File: config.mk
export PLATFORM = sky130hd
export DESIGN_NAME = aluMemTop
export DESIGN_NICKNAME = d
export VERILOG_FILES = /design/src/rtl/aluPkg.sv /design/src/rtl/memPkg.sv /design/src/rtl/alu.sv /design/src/rtl/registerFile.sv /design/src/rtl/programMemory.sv /design/src/rtl/sequencer.sv /design/src/rtl/aluMemTop.sv
export SDC_FILE = /design/constraint.sdc
export NUM_CORES = 2
export LEC_CHECK = 0
export BUFFER_PORTS_ARGS = -buffer_cell sky130_fd_sc_hd__buf_2
export CAP_MARGIN = 30
export CORE_MARGIN = 2
export CORE_UTILIZATION = 30
export DETAILED_ROUTE_END_ITERATION = 10
export PLACE_DENSITY = 0.56
export SLEW_MARGIN = 20
export SYNTH_ARGS = -nofsm -noshare
export SYNTH_HDL_FRONTEND = slang
export SYNTH_SLANG_ARGS = --single-unit
File: constraint.sdc
create_clock -name clk -period 7.5 [get_ports clk]
set_clock_uncertainty 0.05 [all_clocks]
set_input_delay 1.5 -clock clk [delete_from_list [all_inputs] [get_ports clk]]
set_output_delay 1.5 -clock clk [all_outputs]
set_load 0.02 [all_outputs]
File: src/rtl/aluPkg.sv
/*
 ALU definitions shared by the datapath and the testbench.
 Operands arrive as sign-extended 16-bit words, so the ALU always runs at 32 bits.
 Carry and overflow carry meaning only for ADD and SUB.
*/
`default_nettype none

package aluPkg;

	localparam int dataWidth = 32; // ALU operand and result width
	localparam int opWidth = 3; // Width of the op field in an instruction
	localparam int flagWidth = 4; // Size of the flags word

	// Operation codes, taken straight from the low bits of an instruction
	localparam logic [opWidth-1:0] opNoop = 3'd0; // Passes A through
	localparam logic [opWidth-1:0] opAdd = 3'd1;
	localparam logic [opWidth-1:0] opSub = 3'd2; // A + ~B + 1
	localparam logic [opWidth-1:0] opAnd = 3'd3;
	localparam logic [opWidth-1:0] opOr = 3'd4;
	localparam logic [opWidth-1:0] opXor = 3'd5;
	localparam logic [opWidth-1:0] opSlt = 3'd6; // Signed compare, result is 0 or 1
	localparam logic [opWidth-1:0] opSll = 3'd7; // Shift by low 5 bits of B

	// Bit positions inside the flags word
	localparam int flagZero = 0;
	localparam int flagNeg = 1; // Copy of result bit 31
	localparam int flagCarry = 2; // Carry out of bit 31, ADD and SUB only
	localparam int flagOverflow = 3; // Signed overflow, ADD and SUB only

endpackage

`default_nettype wire

File: src/rtl/memPkg.sv
/*
 Memory map and register file sizes of the exercise engine.
 Instructions sit at 0..15, operands at 16..47 and results go to 48..63.
 The map is fixed by the 16-bit instruction format and has no parameters.
*/
`default_nettype none

package memPkg;

	localparam int wordWidth = 16; // Memory and register word width
	localparam int memDepth = 64;
	localparam int memAddrWidth = 6;
	localparam int regCount = 32;
	localparam int regAddrWidth = 5;

	// Program memory regions
	localparam int instrBase = 0;
	localparam int instrCount = 16; // One result register per instruction
	localparam int operandBase = 16;
	localparam int operandCount = 32; // Fills the whole register file
	localparam int resultBase = 48; // Registers 0..15 land here after the run

	// Instruction layout, msb first
	typedef struct packed {
		logic [2:0] spare; // Ignored by the decoder
		logic [regAddrWidth-1:0] rdB; // Register feeding bus B
		logic [regAddrWidth-1:0] rdA; // Register feeding bus A
		logic [2:0] op; // Same coding as the ALU op codes
	} instrFields_s;

	// One memory word, read either as an instruction or as plain data
	typedef union packed {
		instrFields_s instr;
		logic [wordWidth-1:0] data;
	} memWord_u;

endpackage

`default_nettype wire

File: src/rtl/alu.sv
/*
 Purely combinational 32-bit ALU.
 SLT compares signed and SLL uses only the low 5 bits of B.
 Carry and overflow read 0 for every operation except ADD and SUB.
*/
`timescale 1ns/100ps
`default_nettype none

module alu import aluPkg::*; (
	input wire [opWidth-1:0] aluOp,
	input wire [dataWidth-1:0] busA,
	input wire [dataWidth-1:0] busB,
	output logic [dataWidth-1:0] result,
	output logic [flagWidth-1:0] flags
);

	logic [dataWidth-1:0] operandB; // B, inverted for SUB
	logic [dataWidth:0] sum; // Top bit is the carry out
	logic isArith; // ADD or SUB, the only ops with carry and overflow

	always_comb begin
		operandB = (aluOp == opSub) ? ~busB : busB;
		// The +1 of two's complement rides in as the carry in
		sum = {1'b0, busA} + {1'b0, operandB} + {{dataWidth{1'b0}}, aluOp == opSub};

		case (aluOp)
			opNoop: result = busA;
			opAdd: result = sum[dataWidth-1:0];
			opSub: result = sum[dataWidth-1:0];
			opAnd: result = busA & busB;
			opOr: result = busA | busB;
			opXor: result = busA ^ busB;
			opSlt: result = {{(dataWidth-1){1'b0}}, $signed(busA) < $signed(busB)};
			opSll: result = busA << busB[$clog2(dataWidth)-1:0];
		endcase

		isArith = (aluOp == opAdd) || (aluOp == opSub);

		flags[flagZero] = (result == '0);
		flags[flagNeg] = result[dataWidth-1]; // Sign of the result
		flags[flagCarry] = isArith & sum[dataWidth];
		// Same-sign inputs giving a result of the other sign
		flags[flagOverflow] = isArith
			& (busA[dataWidth-1] == operandB[dataWidth-1])
			& (result[dataWidth-1] != busA[dataWidth-1]);
	end

endmodule

`default_nettype wire

File: src/rtl/registerFile.sv
/*
 32 x 16 register file, two combinational read ports, one write port.
 A write lands at the clock edge, so a same-cycle read sees the old word.
 Reset clears every register.
*/
`timescale 1ns/100ps
`default_nettype none

module registerFile import memPkg::*; (
	input wire clk,
	input wire reset,
	input wire wrEn,
	input wire [regAddrWidth-1:0] wrAddr,
	input wire [wordWidth-1:0] wrData,
	input wire [regAddrWidth-1:0] rdAddrA,
	input wire [regAddrWidth-1:0] rdAddrB,
	output logic [wordWidth-1:0] rdDataA,
	output logic [wordWidth-1:0] rdDataB
);

	logic [wordWidth-1:0] regs [regCount];

	always_ff @(posedge clk) begin
		if (reset) begin
			for (int i = 0; i < regCount; i++) begin
				regs[i] <= '0;
			end
		end else if (wrEn) begin
			regs[wrAddr] <= wrData; // Load operand or ALU result
		end
	end

	// Read ports are plain muxes off the array
	assign rdDataA = regs[rdAddrA];
	assign rdDataB = regs[rdAddrB];

endmodule

`default_nettype wire

File: src/rtl/programMemory.sv
/*
 64 x 16 program memory with registered reads.
 Writes come from the host while idle and from the sequencer while busy.
 The host read port works at any time and returns data one cycle after the address.
*/
`timescale 1ns/100ps
`default_nettype none

module programMemory import memPkg::*; (
	input wire clk,
	input wire busy,
	input wire hostWrEn,
	input wire [memAddrWidth-1:0] hostAddr,
	input wire [wordWidth-1:0] hostWrData,
	input wire [memAddrWidth-1:0] hostRdAddr,
	output logic [wordWidth-1:0] hostRdData,
	input wire [memAddrWidth-1:0] seqAddr,
	input wire seqWrEn,
	input wire [wordWidth-1:0] seqWrData,
	output logic [wordWidth-1:0] seqRdData
);

	logic [wordWidth-1:0] mem [memDepth];

	// Single write port, owner picked by busy
	always_ff @(posedge clk) begin
		if (busy) begin
			if (seqWrEn) begin
				mem[seqAddr] <= seqWrData; // Writeback of results
			end
		end else if (hostWrEn) begin
			mem[hostAddr] <= hostWrData; // Host image load
		end
	end

	// Sequencer read, used for operand load and instruction fetch
	always_ff @(posedge clk) begin
		seqRdData <= mem[seqAddr];
	end

	always_ff @(posedge clk) begin
		hostRdData <= mem[hostRdAddr]; // Independent of busy
	end

endmodule

`default_nettype wire

File: src/rtl/sequencer.sv
/*
 Run sequencer for the load, execute and writeback phases.
 Load and execute steps take two cycles each and writeback steps take one.
 A start pulse is only taken while idle and there is no back-pressure.
 done pulses for one cycle, in the same cycle that busy falls.
*/
`timescale 1ns/100ps
`default_nettype none

module sequencer import aluPkg::*, memPkg::*; (
	input wire clk,
	input wire reset,
	input wire start,
	output logic busy,
	output logic done,
	output logic [memAddrWidth-1:0] seqAddr,
	output logic seqWrEn,
	output logic [wordWidth-1:0] seqWrData,
	input wire [wordWidth-1:0] seqRdData,
	output logic [regAddrWidth-1:0] rdAddrA,
	output logic [regAddrWidth-1:0] rdAddrB,
	input wire [wordWidth-1:0] rdDataA,
	input wire [wordWidth-1:0] rdDataB,
	output logic wrEn,
	output logic [regAddrWidth-1:0] wrAddr,
	output logic [wordWidth-1:0] wrData,
	output logic [opWidth-1:0] aluOp,
	output logic [dataWidth-1:0] busA,
	output logic [dataWidth-1:0] busB,
	input wire [dataWidth-1:0] aluResult,
	input wire [flagWidth-1:0] aluFlags,
	output logic resultValid,
	output logic [$clog2(instrCount)-1:0] resultIndex,
	output logic [dataWidth-1:0] result,
	output logic [flagWidth-1:0] flags
);

	// One-hot phase flags, all low when idle
	logic loading;
	logic executing;
	logic writingBack;
	logic second; // Second cycle of a load or execute step
	logic [regAddrWidth-1:0] count; // Word counter shared by all phases
	memWord_u fetched; // Memory read data seen as an instruction

	assign fetched.data = seqRdData;

	assign busy = loading | executing | writingBack;

	// Memory address for the current phase
	always_comb begin
		if (loading) begin
			seqAddr = memAddrWidth'(operandBase + count);
		end else if (executing) begin
			seqAddr = memAddrWidth'(instrBase + count);
		end else begin
			seqAddr = memAddrWidth'(resultBase + count); // Writeback, harmless when idle
		end
	end

	// Writeback copies register count straight to memory
	assign seqWrEn = writingBack;
	assign seqWrData = rdDataA;

	// Port A doubles as the writeback read port
	assign rdAddrA = writingBack ? count : fetched.instr.rdA;
	assign rdAddrB = fetched.instr.rdB;

	// Register write in the second cycle of load and execute
	assign wrEn = (loading | executing) & second;
	assign wrAddr = count; // Operand slot, or instruction index
	assign wrData = loading ? seqRdData : aluResult[wordWidth-1:0];

	assign aluOp = fetched.instr.op;
	// Sign-extend both register words onto the ALU buses
	assign busA = {{(dataWidth-wordWidth){rdDataA[wordWidth-1]}}, rdDataA};
	assign busB = {{(dataWidth-wordWidth){rdDataB[wordWidth-1]}}, rdDataB};

	always_ff @(posedge clk) begin
		if (reset) begin
			loading <= 1'b0;
			executing <= 1'b0;
			writingBack <= 1'b0;
			second <= 1'b0;
			count <= '0;
			done <= 1'b0;
			resultValid <= 1'b0;
		end else begin
			done <= 1'b0; // Pulses only
			resultValid <= 1'b0;
			if (loading) begin
				second <= ~second; // Address cycle, then write cycle
				if (second) begin
					if (count == regAddrWidth'(operandCount - 1)) begin
						loading <= 1'b0;
						executing <= 1'b1;
						count <= '0;
					end else begin
						count <= count + 1'b1;
					end
				end
			end else if (executing) begin
				second <= ~second; // Fetch cycle, then compute and write
				resultValid <= second; // Strobe for the step just finished
				if (second) begin
					if (count == regAddrWidth'(instrCount - 1)) begin
						executing <= 1'b0;
						writingBack <= 1'b1;
						count <= '0;
					end else begin
						count <= count + 1'b1;
					end
				end
			end else if (writingBack) begin
				if (count == regAddrWidth'(instrCount - 1)) begin
					writingBack <= 1'b0; // busy drops with done
					done <= 1'b1;
					count <= '0;
				end else begin
					count <= count + 1'b1;
				end
			end else if (start) begin
				loading <= 1'b1; // Idle, take the start
				second <= 1'b0;
				count <= '0;
			end
		end
	end

	// Strobe payload, captured with the register write
	always_ff @(posedge clk) begin
		if (executing && second) begin
			resultIndex <= count[$clog2(instrCount)-1:0];
			result <= aluResult; // Full 32 bits, not just the stored half
			flags <= aluFlags;
		end
	end

endmodule

`default_nettype wire

File: src/rtl/aluMemTop.sv
/*
 Top level of the ALU and memory exercise engine.
 The host may only write memory while busy is low and must wait for done.
 Host reads return data one cycle after hostRdAddr, busy or not.
*/
`timescale 1ns/100ps
`default_nettype none

module aluMemTop import aluPkg::*, memPkg::*; (
	input wire clk,
	input wire reset,
	input wire start,
	input wire hostWrEn,
	input wire [memAddrWidth-1:0] hostAddr,
	input wire [wordWidth-1:0] hostWrData,
	input wire [memAddrWidth-1:0] hostRdAddr,
	output logic [wordWidth-1:0] hostRdData,
	output logic busy,
	output logic done,
	output logic resultValid,
	output logic [$clog2(instrCount)-1:0] resultIndex,
	output logic [dataWidth-1:0] result,
	output logic [flagWidth-1:0] flags
);

	// Sequencer to memory
	logic [memAddrWidth-1:0] seqAddr;
	logic seqWrEn;
	logic [wordWidth-1:0] seqWrData;
	logic [wordWidth-1:0] seqRdData;

	// Sequencer to register file
	logic [regAddrWidth-1:0] rdAddrA;
	logic [regAddrWidth-1:0] rdAddrB;
	logic [wordWidth-1:0] rdDataA;
	logic [wordWidth-1:0] rdDataB;
	logic wrEn;
	logic [regAddrWidth-1:0] wrAddr;
	logic [wordWidth-1:0] wrData;

	// Sequencer to ALU
	logic [opWidth-1:0] aluOp;
	logic [dataWidth-1:0] busA;
	logic [dataWidth-1:0] busB;
	logic [dataWidth-1:0] aluResult;
	logic [flagWidth-1:0] aluFlags;

	programMemory memory (
		.clk(clk), .busy(busy),
		.hostWrEn(hostWrEn), .hostAddr(hostAddr), .hostWrData(hostWrData),
		.hostRdAddr(hostRdAddr), .hostRdData(hostRdData),
		.seqAddr(seqAddr), .seqWrEn(seqWrEn), .seqWrData(seqWrData),
		.seqRdData(seqRdData)
	);

	sequencer control (
		.clk(clk), .reset(reset), .start(start), .busy(busy), .done(done),
		.seqAddr(seqAddr), .seqWrEn(seqWrEn), .seqWrData(seqWrData), .seqRdData(seqRdData),
		.rdAddrA(rdAddrA), .rdAddrB(rdAddrB), .rdDataA(rdDataA), .rdDataB(rdDataB),
		.wrEn(wrEn), .wrAddr(wrAddr), .wrData(wrData),
		.aluOp(aluOp), .busA(busA), .busB(busB), .aluResult(aluResult), .aluFlags(aluFlags),
		.resultValid(resultValid), .resultIndex(resultIndex), .result(result), .flags(flags)
	);

	registerFile regs (
		.clk(clk), .reset(reset),
		.wrEn(wrEn), .wrAddr(wrAddr), .wrData(wrData),
		.rdAddrA(rdAddrA), .rdAddrB(rdAddrB), .rdDataA(rdDataA), .rdDataB(rdDataB)
	);

	alu datapath (
		.aluOp(aluOp), .busA(busA), .busB(busB), .result(aluResult), .flags(aluFlags)
	);

endmodule

`default_nettype wire

==> flow_summary.json <==
{
  "outcome": "finished clean",
  "switchingPower_mw": 11.4,
  "worstHoldStart": "control.second$_SDFFE_PP0P_",
  "timing.rr.start": "control.seqWrEn$_SDFFE_PP0P_",
  "setup_viol": 0,
  "cp-start-kind": "flip-flop",
  "ant_nets": 0,
  "syn_area_um2": 82100,
  "comb_power_share": 0.366,
  "synth_nets": 5334,
  "worstPathArrival_ps": 7680,
  "synth-edff-count": 1575,
  "nets": 5486,
  "crit_type": "flip-flop to flip-flop",
  "cts_tree": "built",
  "hp-class": "flip-flop to flip-flop",
  "yosysUniqueCellTypes": 97,
  "yosysWarnings": 0,
  "synth_top_cell_area_share": 0.576,
  "ys_top_cells_by_area": "edfxtp_1, mux4_2, nor2_1",
  "overflow": 0,
  "rsz0062_at_grt": "false",
  "grt_max_degree": 118,
  "synth_top_area_cell": "edfxtp_1",
  "p_sw_frac": 0.376,
  "clk_path_buf_depth": 3,
  "syn2layout_area_growth_pct": 14.7,
  "ctsResizeCount": 0,
  "htree_levels": 4,
  "power_frac_seq": 0.365,
  "post-cts-setup-buffers": 0,
  "crit_fanout": 33,
  "timing.final.max_slew_violations": 0,
  "drive_above_1_share": 0.301,
  "cts_hold_buf": 0,
  "grt_pass1_wl_mm": 411,
  "place.gp.congestion": 0.943,
  "startpoint": "control.seqWrEn$_SDFFE_PP0P_",
  "synthFlopType": "edfxtp_1",
  "p_int_mw": 18.9,
  "cts.sinks": 1618,
  "dp_hpwl_mm": 187,
  "initial_utilization": 0.301,
  "drtIter0Drc": 7442,
  "end_kind": "flip-flop",
  "min_period_over_period": 0.947,
  "synth_area_per_cell_um2": 15.7,
  "ys_seq_elements": 1618,
  "ios": 91,
  "clock_latency_ps": 830,
  "die_h_um": 527,
  "slew_headroom": 0.283,
  "fin_setup_tns_ps": 0,
  "ir_drop_mv": 0.258,
  "drt-vias-per-instance": 5.85,
  "antenna_found_initial": 16,
  "numPortBuffers": 90,
  "wire_per_inst_um": 32.3,
  "hold_viol_final": 0,
  "final_area_um2": 94100,
  "max_freq_mhz": 141,
  "die_area_um2": 278000,
  "maxCapViolations": 0,
  "syn_inst": 5233,
  "drcViolationCount": 0,
  "grt_pass1_vias": 52800,
  "p_clk_frac": 0.269,
  "clk_pin_slew_ps": 60,
  "clockRootBuffer": "clkbuf_16",
  "required_ps": 8080,
  "core_area_um2": 273000,
  "num_rows": 192,
  "first_pass_iters": 9,
  "timing.final.crit_period_ps": 7100,
  "totalWireLength_mm": 295,
  "placed_area_um2": 88800,
  "track_usage": 0.208,
  "via_count": 53400,
  "numCtsBuffers": 163,
  "synth.yosys.seq_area_share": 0.587,
  "postLayoutCoreUtil": 0.345,
  "die_w_um": 527,
  "worstMarginPinSlew_ps": 1070,
  "cellPowerDensity_nw_per_um2": 322,
  "p_leak_nw": 30.2,
  "synthArstFlopShare": 0
}
-- critical path, cell delays in order (launching register included) --
cell	delay [ps]
dfxtp_2	510
buf_12	260
nor2b_1	250
a22o_1	630
buf_4	270
a221oi_1	100
nor3_1	620
o221ai_1	370
ha_1	540
a21oi_1	100
o21bai_1	230
a21oi_1	100
o21bai_1	140
a21oi_1	110
a21oi_1	130
o21ai_1	120
o21ai_0	200
a21oi_1	120
fa_1	560
o22a_1	140
nand4_1	140
and4b_1	300
nand4_1	90
or4_1	510
nor4_2	260
-- registers in the layout, summed over array words and instances (netlist names) --
register,flops
control.done,1
control.executing,1
control.flags,4
control.loading,1
control.result,31
control.resultIndex,4
control.resultValid,1
control.second,1
control.seqWrEn,1
control.wrAddr,5
memory.hostRdData,16
memory.mem,1024
memory.seqRdData,16
regs.regs,512
-- routing by layer --
metal  global-route usage  share of wire  vias to the layer above
met3               0.0418          0.095                      584
met4               0.0799          0.046                        4
met1                0.282           0.39                    28200
met2                0.328           0.47                     3143
li1                     -              -                    21400
met5                    0       0.000092                        -
-- through the flow --
stage | std cells | worst slack [ps] | hold slack [ps] | total power, mW
6_report | 9121 | 399 | 531 | 30.3
5_1_grt | 9109 | 74.7 | 561 | 31.3
4_1_cts | 9106 | 557 | 523 | 30.2
3_5_place_dp | 8807 | 595 | 517 | 22.0
3_3_place_gp | 8797 | 574 | 523 | 22.0
2_1_floorplan | 5233 | 827 | 356 | 17.4
-- cell families after synthesis --
kind of cell    share of synthesized area
compound gates                     0.0554
xor+xnor                          0.00288
buf+inv                            0.0245
flops                               0.587
simple gates                       0.0728
fa+ha+maj                          0.0109
mux                                 0.247
-- synth_stat cells, drive strengths merged, types with 12 or more instances --
cell	n
a221oi	28
o21ai	108
mux2	29
nor3	34
and3	12
o31ai	18
a21oi	120
nor2	761
edfxtp	1575
nand2b	75
xnor2	24
a21o	21
mux2i	121
o21bai	12
o211ai	18
inv	62
clkbuf	280
a211oi	42
dfxtp	43
and2	32
nand2	311
o22ai	76
a22oi	42
a32oi	20
ha	66
a31oi	39
a22o	13
buf	142
nand4	14
nand3	56
nor2b	44
mux4	830
-- worst paths after layout --
path | end | depth (start not counted) | slack [ps]
setup reg to reg | control.flags[0]$_DFFE_PP_ | 24 | 400
hold reg to reg | control.second$_SDFFE_PP0P_ | 2 | 530
setup / recovery | control.flags[0]$_DFFE_PP_ | 24 | 400
hold / removal | control.second$_SDFFE_PP0P_ | 2 | 530
-- placed cells by master (no fill, tap or decap), drive strengths merged, types with 13 or more instances in the layout --
cell	n
o22ai	76
a32oi	20
edfxtp	1575
a221oi	28
buf	409
ha	66
o21ai	108
clkinv	84
nand2	311
dfxtp	43
o211ai	18
nor2	761
diode	13
o31ai	18
nor2b	44
nand2b	75
inv	70
a21oi	120
xnor2	24
mux4	830
and2	32
a22o	13
a22oi	42
nand4	14
a31oi	39
nand3	56
a21o	21
clkbuf	198
mux2	29
nor3	34
a211oi	42
mux2i	121
-- power by group through the flow --
stage	clock, mW	combinational (mW)	sequential (mW)
final	8.17	11.1	11.1
after global routing	8.63	11.6	11.1
after CTS	8.30	10.9	11.1
after detailed placement	0	10.8	11.2
after global placement	0	10.7	11.2
after floorplan	0	6.17	11.2
-- final cells by class --
cell class | instances | area, um2
repair buffers | 409 | 3260
inverters | 66 | 253
diodes | 13 | 32.5
flip-flops and latches | 1618 | 48200
fillers | 25900 | 179000
clock buffers | 198 | 4380
multi-input cells | 3127 | 32700
clock inverters | 101 | 858
well taps | 3589 | 4490
No activity file was read; power rests on OpenSTA's default activity.
